===== config.mk =====
export PLATFORM = sky130hd
export DESIGN_NAME = track_offset_table
export DESIGN_NICKNAME = d
export VERILOG_FILES = /design/src/source/fdc_pkg.sv /design/src/source/track_offset_table.sv
export VERILOG_INCLUDE_DIRS = /design/src /design/src/source
export SDC_FILE = /design/constraint.sdc
export NUM_CORES = 2
export LEC_CHECK = 0
export BUFFER_PORTS_ARGS = -buffer_cell sky130_fd_sc_hd__buf_2
export CELL_PAD_IN_SITES_DETAIL_PLACEMENT = 0
export CELL_PAD_IN_SITES_GLOBAL_PLACEMENT = 1
export CORE_ASPECT_RATIO = 1.2
export CORE_MARGIN = 8
export CORE_UTILIZATION = 61
export DETAILED_ROUTE_END_ITERATION = 10
export GPL_TIMING_DRIVEN = 0
export PLACE_DENSITY_LB_ADDON = 0.1
export SYNTH_ARGS = -nofsm -noshare
export SYNTH_HDL_FRONTEND = slang
export SYNTH_SLANG_ARGS = --single-unit

===== constraint.sdc =====
create_clock -name clk_sys -period 5.5 [get_ports clk_sys]
set_clock_uncertainty 0.05 [all_clocks]
set_input_delay 0.55 -clock clk_sys [delete_from_list [all_inputs] [get_ports clk_sys]]
set_output_delay 0.55 -clock clk_sys [all_outputs]
set_load 0.01 [all_outputs]

===== src/source/fdc_cfg.svh =====
`ifndef FDC_CFG_SVH
`define FDC_CFG_SVH

// disk information block offsets
`define FDC_HDR_TRACKS       8'h30
`define FDC_HDR_SIDES        8'h31
`define FDC_HDR_TRACK_SIZE   8'h33	// high byte of track size
`define FDC_HDR_TABLE        8'h34	// edsk track size table

// track information block offsets
`define FDC_TI_SECTOR_COUNT  8'h15
`define FDC_TI_SECTOR_LIST   8'h18	// 8 bytes per entry

// result status codes
`define FDC_ST0_SEEK_OK      8'h20
`define FDC_ST0_SEEK_ERR     8'hE8
`define FDC_ST0_ABNORMAL     8'h40
`define FDC_ST0_NO_SIDE      8'h48
`define FDC_ST0_INVALID      8'h80
`define FDC_ST1_NOT_READY    8'h05

// sizes
`define FDC_TRACK_SLOTS      256
`define FDC_ACK_SYNC_DEPTH   6
`define FDC_BUF_BYTES        1024

`endif

===== src/source/fdc_pkg.sv =====
`default_nettype none

package fdc_pkg;

	typedef logic [7:0]  byte_t;
	typedef logic [15:0] track_off_t;	// 256-byte units, zero = no track

	// ========================================================================
	// command engine
	// ========================================================================
	typedef enum logic [4:0] {
		ST_IDLE,
		ST_SIS_ST0,		// sense interrupt status results
		ST_SIS_PCN,
		ST_SDS_PARAM,		// sense drive status
		ST_SDS_RESULT,
		ST_SPECIFY1,
		ST_SPECIFY2,
		ST_RECAL,
		ST_SEEK_HEAD,
		ST_SEEK_CYL,
		ST_RID_PARAM,		// read id
		ST_RID_LOOKUP,
		ST_RID_FETCH,
		ST_RID_COUNT,
		ST_RID_WALK,
		ST_RID_RESULT,
		ST_INVALID
	} fdc_state_t;

	typedef enum logic [2:0] {
		CMD_SPECIFY,
		CMD_RECALIBRATE,
		CMD_SEEK,
		CMD_SENSE_INT,
		CMD_SENSE_DRIVE,
		CMD_READ_ID,
		CMD_INVALID
	} fdc_cmd_t;

	// image header walk
	typedef enum logic [1:0] {
		SCAN_IDLE,
		SCAN_FETCH,
		SCAN_PARSE,
		SCAN_STORE
	} scan_state_t;

	// top address bit of the sector buffer
	typedef enum logic {
		SD_TRACKINFO = 1'b0,
		SD_SECTOR    = 1'b1
	} sd_region_t;

endpackage

`default_nettype wire


===== src/source/track_offset_table.sv =====
`default_nettype none
`include "fdc_cfg.svh"

module track_offset_table
	import fdc_pkg::*;
(
	input  logic       clk_sys,
	input  logic       wr_en,
	input  logic [7:0] wr_addr,
	input  track_off_t wr_data,
	input  logic [7:0] rd_addr,
	output track_off_t rd_data
);

	// one slot per track and side
	track_off_t slots [0:`FDC_TRACK_SLOTS-1];

	always_ff @(posedge clk_sys) begin
		if (wr_en)
			slots[wr_addr] <= wr_data;
		rd_data <= slots[rd_addr];
	end

endmodule

`default_nettype wire


# Word level (Yosys, flattened, before mapping)
# Memories as Yosys holds them, arrays and structs flattened. A register that Yosys moved wholly into a read port is not among the register bits.
# Index checks and enable logic that the tools add are counted.
classes:
  reduce_logical: 0
  magnitude_cmp: 0
  muxes: 2
  div_mod_pow: 0
  mul: 0
  n_addsub: 0
  bitwise_logic: 0
  n_eq_ne: 0
  shift: 0
ops:
  columns: ["cell", "count"]
  rows:
  - ["2-to-1 mux 1 bit", 2]
word_totals:
  mem_bits_rw: 4096
  latchBits: 0
  inputBits: 34
  ff_bits: 0
  n_memories: 1
  out_inout_bits: 16
  romBits: 0
mem_list:
  columns: ["name", "depth", "width", "read_ports", "rd_clocked_by_memory_dff", "write_ports", "line_no", "source"]
  rows:
  - ["slots", 256, 16, 1, 1, 1, "track_offset_table.sv:16", "track_off_t slots [0:`FDC_TRACK_SLOTS-1];"]

# Depth between registers and ports, before layout
depth:
  ltp_word: 2
  mapped_depth: 12
  mapped_depth_nobuf: 6

# Worst setup path before layout
# OpenSTA, ideal clock, no wires.
synth_path:
  path_kind: "in2reg"
  start: "input port wr_addr[3]"
  end: "memory slots[235][0] (netlist bit) (enable)"
  cell_stages: 6
  path_slack_ps: 2735
  n_path_buf: 3
  arrival_ps: 2327
  cell_sequence: "clkbuf_1 -> nor2b_1 -> clkbuf_1 -> nand4_1 -> clkbuf_1 -> nor2_1"
synth_lines:
  columns: ["item", "line_no", "source"]
  rows:
  - ["start, declared", "track_offset_table.sv:9", "input logic [7:0] wr_addr,"]
  - ["end, declared", "track_offset_table.sv:16", null]
# No word-level cell before the write port.

==> key figures <==
Route
  – Vias per inst: 7.01
  – WL per Instance: 41.8 um
  – DRC: 0
  – Post-DRT Antenna Nets: 0
  – Vias post-DR: 82368
  – DRT Pass-1 Iters: 6
  – Final WL: 491 mm
  – Detailed Route Iter0 Violations: 11753

Clocking
  – CTS Buf Count: 387
  – Clock transition at path regs: 60 ps
  – Clock Latency Late Sink: 960 ps
  – CTS tree: yes
  – Max Root-Sink Buffers: 4
  – Root Buffer: clkbuf_16
  – Post-CTS Setup Bufs: 0
  – H-tree depth: 5
  – # clock sinks: 4112

Synth
  – Ys Warns: 0
  – Synth unique cells: 52
  – Async set-reset flop share out of synthesis: 0%
  – Commonest cells post-synth: 4096 x edfxtp_1, 797 x mux4_2, 565 x mux2i_1, 304 x nor2_1, 252 x o221ai_1
  – Gate count after technology mapping: 7360
  – Syn_nets: 7394
  – Avg Cell Area, Syn: 21.6 um^2
  – Most common flop cell mapped by yosys: edfxtp_1
  – Flop and latch count out of synthesis: 4112
  – Sequential area share after synthesis: 77.7%
  – Most frequent cell after synthesis: edfxtp_1
  – Post-synth top area share: 77.5%
  – Post-synth EDFFs: 4096
  – Mapped cell area: 159000 um^2
  – Synth top area cells: edfxtp_1 77%, mux4_2 11%, mux2i_1 3.6%
  – Leading area contributor after synthesis: edfxtp_1

Pwr
  – Power density over the cells: 356 nW/um^2
  – LEAKAGE: 56.9 nW
  – Maximum vdd ir drop: 415 uV
  – Final Power: 64.1 mW

Final layout
  – Syn-to-layout area delta: 13.5%
  – Reg area: 123000 um^2
  – Share of layout cells above drive strength 1: 25.9%
  – Fillers: 15784
  – Final nets: 8049
  – Final core utilization: 69.5%
  – Multi-input logic area: 33400 um^2

GRT
  – Largest net degree at the start of global routing: 149
  – Vias in the first global route: 81450
  – Initial antenna violation count: 32
  – Gr usage total: 35.1%
  – First-pass GRT wire length: 663 mm
  – GRT overflow: 0

Critical path
  – CP peak stage delay: 1100 ps
  – Critical path, cell by cell: clkbuf_1, clkbuf_1, clkbuf_1, clkbuf_1, o21ai_0, a22oi_1, nand4_1, nor4_1
  – CP delay by family, top: buffers and inverters
  – Setup crit end kind: flop
  – Slowest CP cell: nor4_1
  – Critical Path AT: 6030 ps
  – Crit Path Max Fanout: 10
  – Startpoint Class: input pin
  – Required @ worst endpoint: 6180 ps
  – Bufs and invs on worst path: 4
  – CP dominant cell by count: clkbuf_1
  – CP Class: input pin to flop

Floorplanning
  – Row cnt: 205
  – Die width: 482 um
  – Die Y: 575 um
  – Die area: 277000 um^2
  – Initial Util: 61.2%
  – Core area: 259000 um^2
  – I/O pins: 50

Run
  – Maxcap violations: 6

STA
  – Final hold viol count: 0
  – Worst-Margin Slew: 1540 ps
  – Slew HR: -2.68%
  – Setup Viol. Count Final: 0
  – Post-layout min period: 5350 ps
  – Fmax: 0.187 GHz
  – Max-slew violation count: 46
  – Final worst-path cycle share: 97.3%
  – Unrepaired setup endpoints after global routing: false

Outcome
  – Failing checks: max-capacitance violations, max-slew violations
  – Outcome: finished, violations left

Min path
  – Path type of the worst min-delay path: input pin to flop

Placement
  – Global placer's final weighted congestion: 0.986
  – HPWL after detailed placement: 339 mm
  – PortBufs: 39
## state kept, by name (all words and copies together), names as in the netlist
signal   count
rd_data     16
slots     4096
## placed cells by master (no fill, tap or decap), drive strengths merged, types with 88 or more instances in the layout
| master | instances |
|---|---|
| buf | 482 |
| mux2 | 88 |
| mux2i | 565 |
| nor3 | 92 |
| o22ai | 148 |
| clkinv | 180 |
| mux4 | 797 |
| o221ai | 253 |
| edfxtp | 4096 |
| nor2 | 304 |
| clkbuf | 699 |
| a21oi | 175 |
## per-stage QoR
stage          setup WS, ps  hold WS [ps]  instances  setup TNS, ps  instance area [um^2]
5_1_grt                 388          51.1      11743              0                180000
3_3_place_gp          -1540           903      10814         -17030                163000
4_1_cts                 362          32.2      11736              0                180000
3_5_place_dp          -1460           790      11033         -16220                168000
6_report                148          36.8      11753              0                180000
2_1_floorplan          2740           599       7360              0                159000
## area by class of cell
class,count,share of cell area (%)
Sequential cell,4112,68.5
Tap cell,3415,2.37
Timing Repair Buffer,267,2.45
Antenna cell,14,0.0195
Clock buffer,469,5.61
Clock inverter,229,1.04
Multi-Input combinational cell,2792,18.5
Inverter,4,0.00834
Buffer,451,1.50
## layer usage
metal	share of wire [%]	GRT usage, %	routed length [um]	vias to the layer above
met5	0.020	0.263	100	-
met4	9.2	25.2	45000	2
met3	9.1	6.96	44800	1163
met2	48	56.2	235000	5132
met1	34	43.2	166000	43454
li1	-	-	-	32617
## power by group
group / total, mW / switching, mW / internal [mW]
registers: 34.6 / 0.0246 / 34.5
clock network: 25.8 / 11.5 / 14.3
logic: 3.79 / 2.63 / 1.15
## final timing paths
path,startpoint,to,slack [ps],cells after the start
worst min-delay path,wr_data[12],slots[191][12],40,1
worst max-delay path,rd_addr[4],rd_data[1],150,8
worst min register to register,slots[219][6],rd_data[6],1110,6
worst max register to register,slots[131][10],rd_data[10],1550,6
## kinds of logic (layout without fill, tap and decap cells)
group | Yosys count | count (layout) | synth area share (%)
DFF | 4112 | 4112 | 77.7
AOI/OAI and AO/OA | 786 | 786 | 3.54
muxes | 1450 | 1450 | 15.5
buffers and inverters | 456 | 1420 | 1.69
and+or+nand+nor | 556 | 556 | 1.57
other | 0 | 14 | 0
## timing repair
action                                  CTS  global route
gates resized for setup                   0             0
hold buffers                              6             0
hold endpoints to repair                 83             0
endpoints found under the setup margin    9             0
(Power assumes the default switching activity.)
