===== src/source/fdc_cfg.svh =====
`ifndef FDC_CFG_SVH
`define FDC_CFG_SVH

// disk information block offsets
`define FDC_HDR_TRACKS       8'h30
`define FDC_HDR_SIDES        8'h31
`define FDC_HDR_TRACK_SIZE   8'h33	// high byte of track size
`define FDC_HDR_TABLE        8'h34	// edsk track size table

// track information block offsets
`define FDC_TI_SECTOR_COUNT  8'h15
`define FDC_TI_SECTOR_LIST   8'h18	// 8 bytes per entry

// result status codes
`define FDC_ST0_SEEK_OK      8'h20
`define FDC_ST0_SEEK_ERR     8'hE8
`define FDC_ST0_ABNORMAL     8'h40
`define FDC_ST0_NO_SIDE      8'h48
`define FDC_ST0_INVALID      8'h80
`define FDC_ST1_NOT_READY    8'h05

// sizes
`define FDC_TRACK_SLOTS      256
`define FDC_ACK_SYNC_DEPTH   6
`define FDC_BUF_BYTES        1024

`endif

===== src/source/fdc_pkg.sv =====
`default_nettype none

package fdc_pkg;

	typedef logic [7:0]  byte_t;
	typedef logic [15:0] track_off_t;	// 256-byte units, zero = no track

	// ========================================================================
	// command engine
	// ========================================================================
	typedef enum logic [4:0] {
		ST_IDLE,
		ST_SIS_ST0,		// sense interrupt status results
		ST_SIS_PCN,
		ST_SDS_PARAM,		// sense drive status
		ST_SDS_RESULT,
		ST_SPECIFY1,
		ST_SPECIFY2,
		ST_RECAL,
		ST_SEEK_HEAD,
		ST_SEEK_CYL,
		ST_RID_PARAM,		// read id
		ST_RID_LOOKUP,
		ST_RID_FETCH,
		ST_RID_COUNT,
		ST_RID_WALK,
		ST_RID_RESULT,
		ST_INVALID
	} fdc_state_t;

	typedef enum logic [2:0] {
		CMD_SPECIFY,
		CMD_RECALIBRATE,
		CMD_SEEK,
		CMD_SENSE_INT,
		CMD_SENSE_DRIVE,
		CMD_READ_ID,
		CMD_INVALID
	} fdc_cmd_t;

	// image header walk
	typedef enum logic [1:0] {
		SCAN_IDLE,
		SCAN_FETCH,
		SCAN_PARSE,
		SCAN_STORE
	} scan_state_t;

	// top address bit of the sector buffer
	typedef enum logic {
		SD_TRACKINFO = 1'b0,
		SD_SECTOR    = 1'b1
	} sd_region_t;

endpackage

`default_nettype wire


===== src/source/host_port.sv =====
`default_nettype none

module host_port
	import fdc_pkg::*;
(
	input  logic  clk_sys,
	input  logic  rst,
	input  logic  a0,
	input  logic  n_rd,
	input  logic  n_wr,
	input  byte_t din,
	output logic  data_wr,
	output logic  data_rd,
	output logic  msr_rd,
	output byte_t wr_byte,
	input  logic  rd_load,
	input  byte_t rd_byte,
	output byte_t dout
);

	logic rd_lvl;
	logic wr_lvl;
	logic rd_prev;
	logic wr_prev;

	assign rd_lvl = n_wr & ~n_rd;
	assign wr_lvl = ~n_wr & n_rd;

	// strobes land one cycle after the edge is seen
	always_ff @(posedge clk_sys) begin
		if (rst) begin
			rd_prev <= 1'b0;
			wr_prev <= 1'b0;
			data_wr <= 1'b0;
			data_rd <= 1'b0;
			msr_rd  <= 1'b0;
		end else begin
			rd_prev <= rd_lvl;
			wr_prev <= wr_lvl;
			data_wr <= wr_lvl & ~wr_prev & a0;
			data_rd <= rd_lvl & ~rd_prev & a0;
			msr_rd  <= rd_lvl & ~rd_prev & ~a0;
		end
	end

	always_ff @(posedge clk_sys) begin
		if (wr_lvl && !wr_prev)
			wr_byte <= din;
		if (rd_load)
			dout <= rd_byte;	// held until the next read
	end

endmodule

`default_nettype wire


===== config.mk =====
export PLATFORM = sky130hd
export DESIGN_NAME = host_port
export DESIGN_NICKNAME = d
export VERILOG_FILES = /design/src/source/fdc_cfg.svh /design/src/source/fdc_pkg.sv /design/src/source/host_port.sv
export SDC_FILE = /design/constraint.sdc
export NUM_CORES = 1
export LEC_CHECK = 0
export BUFFER_PORTS_ARGS = -buffer_cell sky130_fd_sc_hd__buf_2
export CELL_PAD_IN_SITES_DETAIL_PLACEMENT = 1
export CELL_PAD_IN_SITES_GLOBAL_PLACEMENT = 2
export CORE_ASPECT_RATIO = 1.4
export CORE_UTILIZATION = 25
export CTS_CLUSTER_DIAMETER = 80
export DETAILED_ROUTE_END_ITERATION = 12
export HOLD_SLACK_MARGIN = 0.05
export PLACE_DENSITY = 0.83
export SLEW_MARGIN = 20
export SYNTH_ARGS = -nofsm -noshare
export SYNTH_HDL_FRONTEND = slang
export SYNTH_SLANG_ARGS = --single-unit

===== constraint.sdc =====
create_clock -name clk_sys -period 1.73 [get_ports clk_sys]
set_input_delay 0.4325 -clock clk_sys [delete_from_list [all_inputs] [get_ports clk_sys]]
set_output_delay 0.4325 -clock clk_sys [all_outputs]
set_load 0.01 [all_outputs]

# Word-level counts from Yosys, hierarchy flattened
# Index checks and enable logic that the tools add are counted.
classes:
  n_mul: 0
  n_shift: 0
  magnitude_cmp: 0
  bitwise_logic: 12
  addsub: 0
  reduce_logical: 2
  div_mod_pow: 0
  muxes: 0
  eq_ne: 0
op_table:
  columns: ["op", "n"]
  rows:
  - ["1-bit AND", 7]
  - ["1-bit NOT", 5]
  - ["1-bit logical AND", 1]
  - ["1-bit logical NOT", 1]
totals:
  mem_bits_ro: 0
  inputBits: 22
  memories: 0
  out_inout_bits: 19
  latch_bits: 0
  mem_bits_rw: 0
  wordCells: 21
  reg_bits: 21

# Depth between registers and ports, before layout
depth:
  depth_word: 4
  depth_mapped: 2
  ltp_nobuf: 2

# Worst setup path after synthesis
# No wires, ideal clock.
synth_path:
  kind: "input-to-reg"
  from: "input n_wr"
  to: "register wr_byte[0] (enable)"
  arrival_time_ns: 0.977
  path_buffers: 0
  setup_time_ns: 0.370
  required_ns: 1.360
  setup_slack_ns: 0.383
  cell_stages: 2
  cell_sequence: "nand2b_1 > nor2_1"
synth_between:
  elab_chain_cells: 3
synth_rtl:
  columns: ["element", "line", "rtl"]
  rows:
  - ["start, declared", "host_port.sv:10", "input logic n_wr,"]
  - ["1-bit NOT", "host_port.sv:27", "assign wr_lvl = ~n_wr & n_rd;"]
  - ["1-bit AND", "host_port.sv:27", null]
  - ["1-bit logical AND", "host_port.sv:47", "if (wr_lvl && !wr_prev)"]
  - ["end signal, assigned", "host_port.sv:48", "wr_byte <= din;"]
  - ["end, declared", "host_port.sv:15", "output byte_t wr_byte,"]
# Every way passes these cells.
# A chain may end at the register's enable or synchronous reset.

# Final worst setup path
layout_path:
  from: "register dout[7]"
  to: "output dout[7]"
layout_lines:
  columns: ["element", "line", "rtl"]
  rows:
  - ["start, declared", "host_port.sv:18", "output byte_t dout"]
  - ["start signal, assigned", "host_port.sv:50", "dout <= rd_byte;"]
# No word-level cell between the ends.

==> results.cfg <==
[placed_design]
dp_cells = 104
place_congestion = 0.606
placed_area_um2 = 892
io_buffers = 40

[clocking]
hold_buffers = 0
insertion_delay_ns = 0.29
root_buffer = clkbuf_4
clk_path_buf_depth = 2
htreeDepth = 1
cts_tree = yes
post_cts_buffers = 0
clk_pin_slew_worst_paths_ns = 0.11
cts_num_sinks = 21
cts_inserted_buffers = 3
post_cts_resized = 0

[worst_hold_path]
min_path_type = in -> reg
hold_path.startpoint = rd_byte[4]

[setup_path]
slowest_delay_ns = 0.39
slowest_stage = edfxtp_1
crit_buf_inv = 1
cp-end-kind = output port
cp-start-kind = flip-flop
critPathKind = reg -> out
r2r-start = wr_prev
critical_path_peak_fanout = 1
cp-startpoint = dout[7]
worstPathArrival_ns = 0.82
path_cells = buf_2
cpLargestDelayFamily = flip-flops
critical_path_required_ns = 1.30

[global_route]
antenna_found_initial = 0
grt_max_degree = 13
grt_pass1_vias = 424
grt-ovfl-total = 0
grtUsageTotal = 0.0927
grt_pass1_wl_mm = 1.73

[sta]
setup_viol = 0
slew_headroom = 0.833
fin_skew_ns = 0.00526
rsz0062_at_grt = no
tns_ns = 0
max_freq_ghz = 0.795
tightest_slew_ns = 0.247
min_period_ns = 1.26
hold_viol = 0
maxSlewViolCount = 0
timing.final.crit_share = 0.727
hold_ws_ns = 0.308

[power]
power_uw = 873
cellPowerDensity_nw_per_um2 = 950
irDropWorstVdd_uv = 340
p_leak_uw = 0.000400

[drt]
drc = 0
via_per_inst = 3.84
vias = 415
antenna_left = 0
drt_iter0_drc = 8
post_drt_wl_per_cell_um = 10.4
first_pass_iters = 4
wirelength_mm = 1.12

[outcome]
status = finished, final reports clean

[die]
fp.coreArea_um2 = 2420
dieArea_um2 = 2780
initial_core_util = 0.266
die_w_um = 44.8
io_pins = 41
die_y_um = 62.0
std_cell_rows = 21

[final_layout]
final_cells = 108
syn2layout_area_growth_pct = 43.3
num_antenna_cells = 0
fillers = 285
final_cell_area_um2 = 920
nNetsFinal = 97
drive_gt1_frac = 0.635

[logic_synthesis]
synth_cells = 29
ys_types = 8
synthMuxAreaShare = 0
synth_top_family_by_area = simple AND/OR/NAND/NOR gates
synth_fa_ha_area_frac = 0
synth_compound_area_frac = 0
yosysSeqAreaShare = 0.904
synth_area_per_cell_um2 = 22.1
ys_warn_count = 0
syn-num-nets = 51
syn_area_um2 = 642
synth-simple-area-share = 0.0955
synthXorXnorAreaFrac = 0
ys_ff_latch = 21

[run]
maxCapViolCount = 0
==> layout by cell type, fill, tap and decap left out, drive strengths merged <==
master / Yosys / routed
clkinv: 0 / 1
dfxtp: 5 / 5
nor2: 3 / 3
nand2b: 2 / 2
clkbuf: 0 / 3
buf: 0 / 41
nor4b: 2 / 2
edfxtp: 16 / 16
nor4: 1 / 1
==> where the power goes <==
part / switching, uW / internal (uW)
combinational: 39.3 / 38.4
clock: 132 / 85.8
sequential: 6.45 / 571
==> per-stage QoR <==
stage,utilization,setup slack (ns)
3_5_place_dp,0.369,0.424
3_3_place_gp,0.369,0.437
2_1_floorplan,-,0.383
6_report,0.380,0.473
5_1_grt,0.380,0.412
4_1_cts,0.380,0.454
==> cells by family (layout without fill, tap and decap cells) <==
group / Yosys count / after routing
simple gates: 8 / 8
buf+inv: 0 / 45
flops: 21 / 21
==> synthesized netlist by cell type <==
cell,n,area share
edfxtp_1,16,0.75
dfxtp_1,5,0.16
nor2_1,3,0.018
nand2b_1,1,0.0098
nand2b_4,1,0.021
nor4_1,1,0.0098
nor4b_1,1,0.014
nor4b_2,1,0.023
==> layout make-up <==
cell class | instances | area (um^2) | area share
clock buffer | 3 | 22.5 | 0.0245
clock inverter | 1 | 5.00 | 0.00544
multi-input combinational | 8 | 61.3 | 0.0667
sequential | 21 | 581 | 0.631
tap | 34 | 42.5 | 0.0463
timing repair buffer | 41 | 208 | 0.226
==> worst paths after layout <==
path                endpoint  slack, ns  depth (start not counted)
hold / removal       dout[4]       0.31                          1
setup / recovery     dout[7]       0.47                          1
setup reg to reg  wr_byte[0]       0.85                          2
hold reg to reg       msr_rd       0.43                          1
==> registers in the layout, summed over array words and instances (netlist names) <==
signal	flops
wr_prev	1
data_wr	1
dout	8
rd_prev	1
data_rd	1
msr_rd	1
wr_byte	8
==> metal layers <==
layer  vias to the layer above  track usage  wire, um
met4                         0       0.0909        22
met5                         -            0         0
met2                        21        0.155       636
met1                       191       0.0950       396
met3                         2       0.0173        69
li1                        201            -         -
(Power assumes the default switching activity.)
