<file path="src/source/fdc_cfg.svh">
`ifndef FDC_CFG_SVH
`define FDC_CFG_SVH

// disk information block offsets
`define FDC_HDR_TRACKS       8'h30
`define FDC_HDR_SIDES        8'h31
`define FDC_HDR_TRACK_SIZE   8'h33	// high byte of track size
`define FDC_HDR_TABLE        8'h34	// edsk track size table

// track information block offsets
`define FDC_TI_SECTOR_COUNT  8'h15
`define FDC_TI_SECTOR_LIST   8'h18	// 8 bytes per entry

// result status codes
`define FDC_ST0_SEEK_OK      8'h20
`define FDC_ST0_SEEK_ERR     8'hE8
`define FDC_ST0_ABNORMAL     8'h40
`define FDC_ST0_NO_SIDE      8'h48
`define FDC_ST0_INVALID      8'h80
`define FDC_ST1_NOT_READY    8'h05

// sizes
`define FDC_TRACK_SLOTS      256
`define FDC_ACK_SYNC_DEPTH   6
`define FDC_BUF_BYTES        1024

`endif
</file>
<file path="src/source/fdc_pkg.sv">
`default_nettype none

package fdc_pkg;

	typedef logic [7:0]  byte_t;
	typedef logic [15:0] track_off_t;	// 256-byte units, zero = no track

	// ========================================================================
	// command engine
	// ========================================================================
	typedef enum logic [4:0] {
		ST_IDLE,
		ST_SIS_ST0,		// sense interrupt status results
		ST_SIS_PCN,
		ST_SDS_PARAM,		// sense drive status
		ST_SDS_RESULT,
		ST_SPECIFY1,
		ST_SPECIFY2,
		ST_RECAL,
		ST_SEEK_HEAD,
		ST_SEEK_CYL,
		ST_RID_PARAM,		// read id
		ST_RID_LOOKUP,
		ST_RID_FETCH,
		ST_RID_COUNT,
		ST_RID_WALK,
		ST_RID_RESULT,
		ST_INVALID
	} fdc_state_t;

	typedef enum logic [2:0] {
		CMD_SPECIFY,
		CMD_RECALIBRATE,
		CMD_SEEK,
		CMD_SENSE_INT,
		CMD_SENSE_DRIVE,
		CMD_READ_ID,
		CMD_INVALID
	} fdc_cmd_t;

	// image header walk
	typedef enum logic [1:0] {
		SCAN_IDLE,
		SCAN_FETCH,
		SCAN_PARSE,
		SCAN_STORE
	} scan_state_t;

	// top address bit of the sector buffer
	typedef enum logic {
		SD_TRACKINFO = 1'b0,
		SD_SECTOR    = 1'b1
	} sd_region_t;

endpackage

`default_nettype wire

</file>
<file path="src/source/fdc_sd_if.sv">
`default_nettype none

// block fetch request plus buffer read-back
interface fdc_sd_if
	import fdc_pkg::*;
();

	logic       req;		// one-cycle pulse, only while busy is low
	sd_region_t region;
	logic [31:0] lba;
	logic [8:0] buf_addr;
	byte_t      buf_data;	// one cycle behind buf_addr
	logic       busy;

	modport client (
		output req, region, lba, buf_addr,
		input  buf_data, busy
	);

	modport fetch (
		input  req, region, lba, buf_addr,
		output buf_data, busy
	);

endinterface

`default_nettype wire

</file>
<file path="src/source/image_scanner.sv">
`default_nettype none
`include "fdc_cfg.svh"

module image_scanner
	import fdc_pkg::*;
(
	input  logic       clk_sys,
	input  logic       rst,
	input  logic       img_mounted,
	fdc_sd_if.client   sd,
	output logic       tab_wr,
	output logic [7:0] tab_addr,
	output track_off_t tab_data,
	output logic       image_ready,
	output logic       image_sides,
	output byte_t      image_tracks
);

	scan_state_t state;
	logic mounted_q;
	logic edsk;		// 1 = extended image
	logic [8:0] pos;	// header byte on buf_data
	byte_t track_size;
	track_off_t offset;

	// header lives in block 0
	assign sd.req      = (state == SCAN_FETCH) && !sd.busy;
	assign sd.region   = SD_SECTOR;
	assign sd.lba      = '0;
	assign sd.buf_addr = pos;

	always_ff @(posedge clk_sys) begin
		if (rst) begin
			state       <= SCAN_IDLE;
			mounted_q   <= 1'b0;
			image_ready <= 1'b0;
			tab_wr      <= 1'b0;
		end else begin
			mounted_q <= img_mounted;
			case (state)
				SCAN_IDLE: ;
				SCAN_FETCH:
					if (!sd.busy) begin
						pos      <= '0;
						offset   <= 16'h0001;	// first track at 0x100
						tab_addr <= '0;
						state    <= SCAN_PARSE;
					end
				SCAN_PARSE:
					if (!sd.busy) begin
						pos   <= pos + 9'd1;
						state <= SCAN_STORE;
						if (pos == 9'd0) begin
							if (sd.buf_data == "E")
								edsk <= 1'b1;
							else if (sd.buf_data == "M")
								edsk <= 1'b0;
							else
								state <= SCAN_IDLE;	// unknown format
						end else if (pos == `FDC_HDR_TRACKS) begin
							image_tracks <= sd.buf_data;
						end else if (pos == `FDC_HDR_SIDES) begin
							image_sides <= sd.buf_data[1];
						end else if (pos == `FDC_HDR_TRACK_SIZE) begin
							track_size <= sd.buf_data;
						end else if (pos >= `FDC_HDR_TABLE) begin
							if ({1'b0, tab_addr} != ({1'b0, image_tracks} << image_sides)) begin
								tab_wr <= 1'b1;
								if (edsk) begin
									// zero size marks an unformatted track
									tab_data <= (sd.buf_data != 8'd0) ? offset : '0;
									offset   <= offset + {8'd0, sd.buf_data};
								end else begin
									tab_data <= offset;
									offset   <= offset + {8'd0, track_size};
								end
							end else begin
								image_ready <= 1'b1;
								state       <= SCAN_IDLE;
							end
						end
					end
				SCAN_STORE: begin
					// also lets buf_data catch up with pos
					if (tab_wr)
						tab_addr <= tab_addr + 8'd1;
					tab_wr <= 1'b0;
					state  <= SCAN_PARSE;
				end
				default: state <= SCAN_IDLE;
			endcase
			if (mounted_q && !img_mounted) begin
				image_ready <= 1'b0;
				state       <= SCAN_FETCH;
			end
		end
	end

endmodule

`default_nettype wire

</file>
<file path="src/flat_wrapper.sv">
// flat-port wrapper written by rule: the top's interface ports become plain ports
module image_scanner_flat import fdc_pkg::*;
  (clk_sys, rst, img_mounted, tab_wr, tab_addr, tab_data, image_ready, image_sides, image_tracks, sd_req, sd_region, sd_lba, sd_buf_addr, sd_buf_data, sd_busy);
  fdc_sd_if sd_i ();
  input  logic clk_sys;
  input  logic rst;
  input  logic img_mounted;
  output logic tab_wr;
  output logic [7:0] tab_addr;
  output track_off_t tab_data;
  output logic image_ready;
  output logic image_sides;
  output byte_t image_tracks;
  output wire logic [$bits(sd_i.req)-1:0] sd_req;
  output wire logic [$bits(sd_i.region)-1:0] sd_region;
  output wire logic [$bits(sd_i.lba)-1:0] sd_lba;
  output wire logic [$bits(sd_i.buf_addr)-1:0] sd_buf_addr;
  input wire logic [$bits(sd_i.buf_data)-1:0] sd_buf_data;
  input wire logic [$bits(sd_i.busy)-1:0] sd_busy;
  assign sd_req = sd_i.req;
  assign sd_region = sd_i.region;
  assign sd_lba = sd_i.lba;
  assign sd_buf_addr = sd_i.buf_addr;
  assign sd_i.buf_data = sd_buf_data;
  assign sd_i.busy = sd_busy;
  image_scanner u_core (.clk_sys(clk_sys), .rst(rst), .img_mounted(img_mounted), .sd(sd_i), .tab_wr(tab_wr), .tab_addr(tab_addr), .tab_data(tab_data), .image_ready(image_ready), .image_sides(image_sides), .image_tracks(image_tracks));
endmodule
</file>
<file path="config.mk">
export PLATFORM = sky130hd
export DESIGN_NAME = image_scanner_flat
export DESIGN_NICKNAME = d
export VERILOG_FILES = /design/src/source/fdc_pkg.sv /design/src/source/fdc_sd_if.sv /design/src/source/image_scanner.sv /design/src/flat_wrapper.sv
export VERILOG_INCLUDE_DIRS = /design/src /design/src/source
export SDC_FILE = /design/constraint.sdc
export NUM_CORES = 1
export LEC_CHECK = 0
export BUFFER_PORTS_ARGS = -buffer_cell sky130_fd_sc_hd__buf_2
export CAP_MARGIN = 30
export CORE_AREA = 2 2 111 113
export CTS_CLUSTER_DIAMETER = 100
export DETAILED_ROUTE_END_ITERATION = 8
export DIE_AREA = 0 0 113 115
export PLACE_DENSITY = 0.57
export SLEW_MARGIN = 5
export SYNTH_ARGS = -nofsm -noshare
export SYNTH_HDL_FRONTEND = slang
export SYNTH_SLANG_ARGS = --single-unit
</file>
<file path="constraint.sdc">
create_clock -name clk_sys -period 8.6 [get_ports clk_sys]
set_input_delay 0.86 -clock clk_sys [delete_from_list [all_inputs] [get_ports clk_sys]]
set_output_delay 0.86 -clock clk_sys [all_outputs]
set_load 0.02 [all_outputs]
</file>
# ---- Yosys cells after proc, flatten, opt, wreduce, memory -nomap -nowiden
# Index checks and enable logic that the tools add are counted.
dict set report totals {
  elab_cells 110
  output_inout_bits 78
  regBits 72
  input_bits 12
}
dict set report classes {
  bitwise_logic 7
  n_lt_le_gt_ge 1
  shifts 1
  eq_ne 20
  mux 39
  n_addsub 4
  n_reduce_logical 25
}
# cell n
set op_table {}
lappend op_table {{2-to-1 mux 16 bit} 11}
lappend op_table {{adder 16 x 8 -> 16 bit} 2}
lappend op_table {{case mux 16 bit (2 select lines)} 1}
lappend op_table {{== test 9 x 6 -> 1 bit, second input constant} 3}
lappend op_table {{2-to-1 mux 2 bit} 10}
lappend op_table {{2-to-1 mux 9 bit} 2}
lappend op_table {{case mux 9 bit (2 select lines)} 1}
lappend op_table {{== test 8 x 7 -> 1 bit, second input constant} 2}
lappend op_table {{2-to-1 mux 8 bit} 2}
lappend op_table {{case mux 8 bit (2 select lines)} 1}
lappend op_table {{AND reduction 8 bit} 2}
lappend op_table {{!= test 2 bit, second input constant} 6}
lappend op_table {{AND reduction 10 bit} 1}
lappend op_table {{AND reduction 5 bit} 2}
lappend op_table {{adder 9 x 1 -> 9 bit, second input constant} 1}
lappend op_table {{greater-or-equal comparator 9 x 6 -> 1 bit, second input constant} 1}
lappend op_table {{logical NOT 9 bit} 1}
lappend op_table {{2-to-1 mux 1 bit} 9}
lappend op_table {{!= test 8 x 9 -> 1 bit} 1}
lappend op_table {{AND reduction 9 bit} 1}
lappend op_table {{<< shifter 8 x 1 -> 9 bit} 1}
lappend op_table {{adder 8 x 1 -> 8 bit, second input constant} 1}
lappend op_table {{AND reduction 4 bit} 2}
lappend op_table {{nonzero test 2 bit} 4}
lappend op_table {{other kinds (17)} 29}

# ---- Longest topological paths before layout
dict set report depth {
  word_depth 11
  mapped_depth 11
  ltp_nobuf 10
}

# ---- Worst setup path after synthesis
# Ideal clock, no wire load.
dict set report synth_path {
  kind {input-to-reg}
  startpoint {input port rst}
  endpoint {register u_core.offset[0], enable pin}
  n_path_buf 1
  path_slack_ns 5.013
  arrival_time_ns 3.173
  path_stages 3
  setup_time_ns 0.414
  t_required_ns 8.186
  path_cell_list {clkbuf_1 nor3b_1 a21boi_0}
}
dict set report synth_between {
  elab_chain_cells 2
}
# element line_no
set synth_rtl {}
lappend synth_rtl {{from (decl)} flat_wrapper.sv:6} ;# input logic rst;
lappend synth_rtl {{NOT 1 bit (no line)} -}
lappend synth_rtl {{AND reduction 10 bit (no line)} -}
lappend synth_rtl {{to (signal assigned)} image_scanner.sv:72} ;# offset <= offset + {8'd0, sd.buf_data};
lappend synth_rtl {{to (signal assigned)} image_scanner.sv:75} ;# offset <= offset + {8'd0, track_size};
lappend synth_rtl {{to (decl)} image_scanner.sv:24} ;# track_off_t offset;
# Every way passes these cells.
# A chain may end at the register's enable or synchronous reset.

# ---- Worst setup path in the final report
dict set report layout_path {
  startpoint {register u_core.edsk}
  endpoint {register u_core.offset[10], data pin}
}
dict set report layout_between {
  elab_chain_cells 9
}
# element line_no
set layout_rtl {}
lappend layout_rtl {{from (decl)} image_scanner.sv:21} ;# logic edsk;
lappend layout_rtl {{from (signal assigned)} image_scanner.sv:55} ;# edsk <= 1'b1;
lappend layout_rtl {{from (signal assigned)} image_scanner.sv:57} ;# edsk <= 1'b0;
lappend layout_rtl {{2-to-1 mux 16 bit} image_scanner.sv:69} ;# if (edsk) begin
lappend layout_rtl {{2-to-1 mux 16 bit} image_scanner.sv:67} ;# if ({1'b0, tab_addr} != ({1'b0, image_tracks} << image_sides)) begin
lappend layout_rtl {{2-to-1 mux 16 bit} image_scanner.sv:66} ;# end else if (pos >= `FDC_HDR_TABLE) begin
lappend layout_rtl {{2-to-1 mux 16 bit} image_scanner.sv:64} ;# end else if (pos == `FDC_HDR_TRACK_SIZE) begin
lappend layout_rtl {{2-to-1 mux 16 bit} image_scanner.sv:62} ;# end else if (pos == `FDC_HDR_SIDES) begin
lappend layout_rtl {{2-to-1 mux 16 bit} image_scanner.sv:60} ;# end else if (pos == `FDC_HDR_TRACKS) begin
lappend layout_rtl {{2-to-1 mux 16 bit} image_scanner.sv:53} ;# if (pos == 9'd0) begin
lappend layout_rtl {{2-to-1 mux 16 bit} image_scanner.sv:50} ;# if (!sd.busy) begin
lappend layout_rtl {{case mux 16 bit (2 select lines)} image_scanner.sv:40} ;# case (state)
# Every way passes these cells. The select of a mux whose other input is x is not followed.

==> flow_summary.yaml <==
status:
  status: "complete, but fails checks"
  violations: "DRC"
clock_network:
  cts-resized-gates: 0
  postCtsHoldBufs: 0
  cts_buffers: 9
  clk_path_buf_depth: 2
  clock_sinks: 72
  clk_pin_slew_worst_paths_ns: 0.06
  root_buffer: "clkbuf_16"
  post-cts-setup-buffers: 0
  htreeDepth: 3
  cts_tree: "yes"
  worstSkewPairLatency_ns: 0.33
die:
  start_util_pct: 34.1
  fp.dieArea_sq_um: 13000
  die_w_um: 113
  io_pins: 90
  std_cell_rows: 40
  die_h_um: 115
  core_sq_um: 11800
worst_setup_path:
  crit_path_start_kind: "flop"
  crit_cells: 10
  crit_chain: "mux2_2 -> ha_1 -> inv_1 -> fa_1 -> nor2b_1 -> o21a_1 -> o21ai_2 -> a2111oi_2 -> xnor2_1 -> nor2_1"
  critPathMaxFanout: 11
  reg2regPathDepth: 10
  path_class: "reg2reg"
  arrival_ns: 2.87
  end_kind: "flop"
  critPathBufInv: 1
  critical_path.max_stage_delay_ns: 0.57
  crit_slowest_cell: "edfxtp_1"
  critPathTopFamily: "compound AO/OA/AOI/OAI gates"
  cp.required_ns: 8.66
grt:
  grt_pass1_wl_mm: 12.9
  antenna_found_initial: 0
  grt_pass1_vias: 2583
  grt-ovfl-total: 0
  grt_max_degree: 22
  track_usage_pct: 12.8
synth:
  synthDistinctLibCells: 50
  ys_ff_latch: 72
  synth_edf_count: 67
  ys.flop_type: "edfxtp_1"
  syn_inst: 348
  synth_area_sq_um: 4020
  syn_avg_cell_area_sq_um: 11.6
  yosysWarnings: 0
  ys_seq_area_share_pct: 52.5
  async_reset_ff_share_pct: 0
sta:
  period_needed_ns: 2.82
  max_slew_margin_pct: 49.1
  rsz0062_at_grt: "false"
  fmax_mhz: 355
  tightestPinTransition_ns: 0.763
  hold_viol: 0
  fin_crit_sh_pct: 32.7
  setup_slack_ns: 5.78
  finalClockSkew_ns: 0.00758
  maxSlewViolCount: 0
  setup_tns_ns: 0
  final-setup-viol-count: 0
cells_and_area:
  diodes: 0
  layout_common_cells: "edfxtp_1, buf_2, conb_1"
  drive_above_1_share_pct: 21.2
  final_common_cell: "edfxtp_1"
  finalNetCount: 438
  area_growth_pct: 16.1
place:
  port_buffers: 56
  pre_cts_ws_ns: 5.49
  dpl.hpwl_mm: 5.85
  gp_congestion: 0.800
route:
  first_pass_iters: 6
  ant_nets: 0
  routed_wl_mm: 8.11
  drt_iter0_markers: 180
  vias: 2674
  via_per_inst: 4.76
  drc_errors: 8
  routedWlPerCell_um: 14.4
min_path:
  holdPathStages: 2
  hold_class: "reg2reg"
flow_run:
  drv_cap: 0
pwr:
  peakVddDrop_mv: 0.0894
  p_per_area_nw_per_um2: 223
  power_leakage_nw: 1.80
[flip-flops by register name (all words and copies together), names as in the netlist, 2 cells and up]
register and flops:
u_core.tab_data 16, u_core.offset 16, u_core.sd.buf_addr 9, u_core.image_tracks 8, u_core.state 2, u_core.tab_addr 8, u_core.track_size 8
[cell type report]
class                   count  area (sq um)
clock buffers              11           233
clock inverters             5          71.3
fillers                  1161          7140
inverters                  14          52.6
multi-input cells         252          1690
flip-flops and latches     72          2110
well taps                 147           184
repair buffers             61           325
[metrics by stage]
stage | power, mW | cells | hold WS [ns] | cell area (sq um) | util, %
2_1_floorplan | 0.615 | 379 | 0.529 | 4140 | -
3_3_place_gp | 0.659 | 545 | 0.495 | 4350 | 36.9
3_5_place_dp | 0.666 | 546 | 0.512 | 4370 | 37.0
4_1_cts | 1.05 | 562 | 0.517 | 4670 | 39.6
5_1_grt | 1.09 | 562 | 0.528 | 4670 | 39.6
6_report | 1.04 | 562 | 0.513 | 4670 | 39.6
[cells in the mapped netlist, types with 2 or more instances]
library cell	n	area [sq um]
a21o_1	3	22.5
nor3_1	13	65.1
a211oi_1	2	15.0
conb_1	2	7.51
nor2b_1	6	37.5
and2_1	24	150
a21oi_1	7	35.0
inv_1	14	52.6
o21a_1	4	30.0
and3_1	3	18.8
or3_1	4	25.0
edfxtp_1	67	2010
clkbuf_1	6	22.5
buf_4	33	248
xor2_1	12	105
dfxtp_1	5	100
nor2_1	24	90.1
xnor2_1	15	131
ha_1	15	188
o21ai_0	7	35.0
nand2b_1	6	37.5
a31oi_1	5	31.3
nor4_1	2	12.5
a21boi_0	3	22.5
nand2_1	11	41.3
nand3_1	11	55.1
nand4_1	4	25.0
mux2i_1	9	90.1
mux2_2	7	78.8
nor3b_1	4	30.0
[per-layer routing]
layer,GRT usage (%),vias up,share of wire [%]
li1,-,1298,-
met1,16.6,1294,46
met2,20.7,77,48
met3,2.42,5,4.9
met4,6.42,0,0.94
met5,0,-,0
[cells by family (layout without fill, tap and decap cells)]
| group | count (synthesis) | count (layout) | synth area share [%] |
|---|---|---|---|
| muxes | 16 | 16 | 4.20 |
| and+or+nand+nor | 118 | 118 | 16.1 |
| adders and majority gates | 16 | 16 | 5.16 |
| xor gates and xnor gates | 27 | 27 | 5.88 |
| DFF | 72 | 72 | 52.5 |
| buffers and inverters | 55 | 91 | 8.43 |
| other | 2 | 33 | 0.187 |
| AOI/OAI and AO/OA | 42 | 42 | 7.52 |
[where the power goes]
| part | leakage, nW | internal [mW] | switching [mW] |
|---|---|---|---|
| logic | 1.00 | 0.0752 | 0.131 |
| clock network | 0.146 | 0.251 | 0.133 |
| registers | 0.654 | 0.426 | 0.0255 |
| total | 1.80 | 0.752 | 0.290 |
[worst register-to-register path: cells and delay by family, from the launching register on]
kind / cells / cell delay, ns
compound gates: 3 / 0.66
fa+ha+maj: 2 / 0.57
flops: 1 / 0.57
xor+xnor: 1 / 0.16
buf+inv: 1 / 0.06
simple gates: 2 / 0.23
mux: 1 / 0.30
[final timing paths]
| kind | slack (ns) | start | end |
|---|---|---|---|
| max | 5.78 | u_core.edsk$_SDFFCE_PN1P_ | u_core.offset[10]$_SDFFCE_PN0P_ |
| min | 0.51 | u_core.tab_wr$_SDFFE_PP0P_ | u_core.tab_wr$_SDFFE_PP0P_ |
| max reg2reg | 5.78 | u_core.edsk$_SDFFCE_PN1P_ | u_core.offset[10]$_SDFFCE_PN0P_ |
| min reg2reg | 0.51 | u_core.tab_wr$_SDFFE_PP0P_ | u_core.tab_wr$_SDFFE_PP0P_ |
Note: power is estimated with default switching activity, not from simulation.
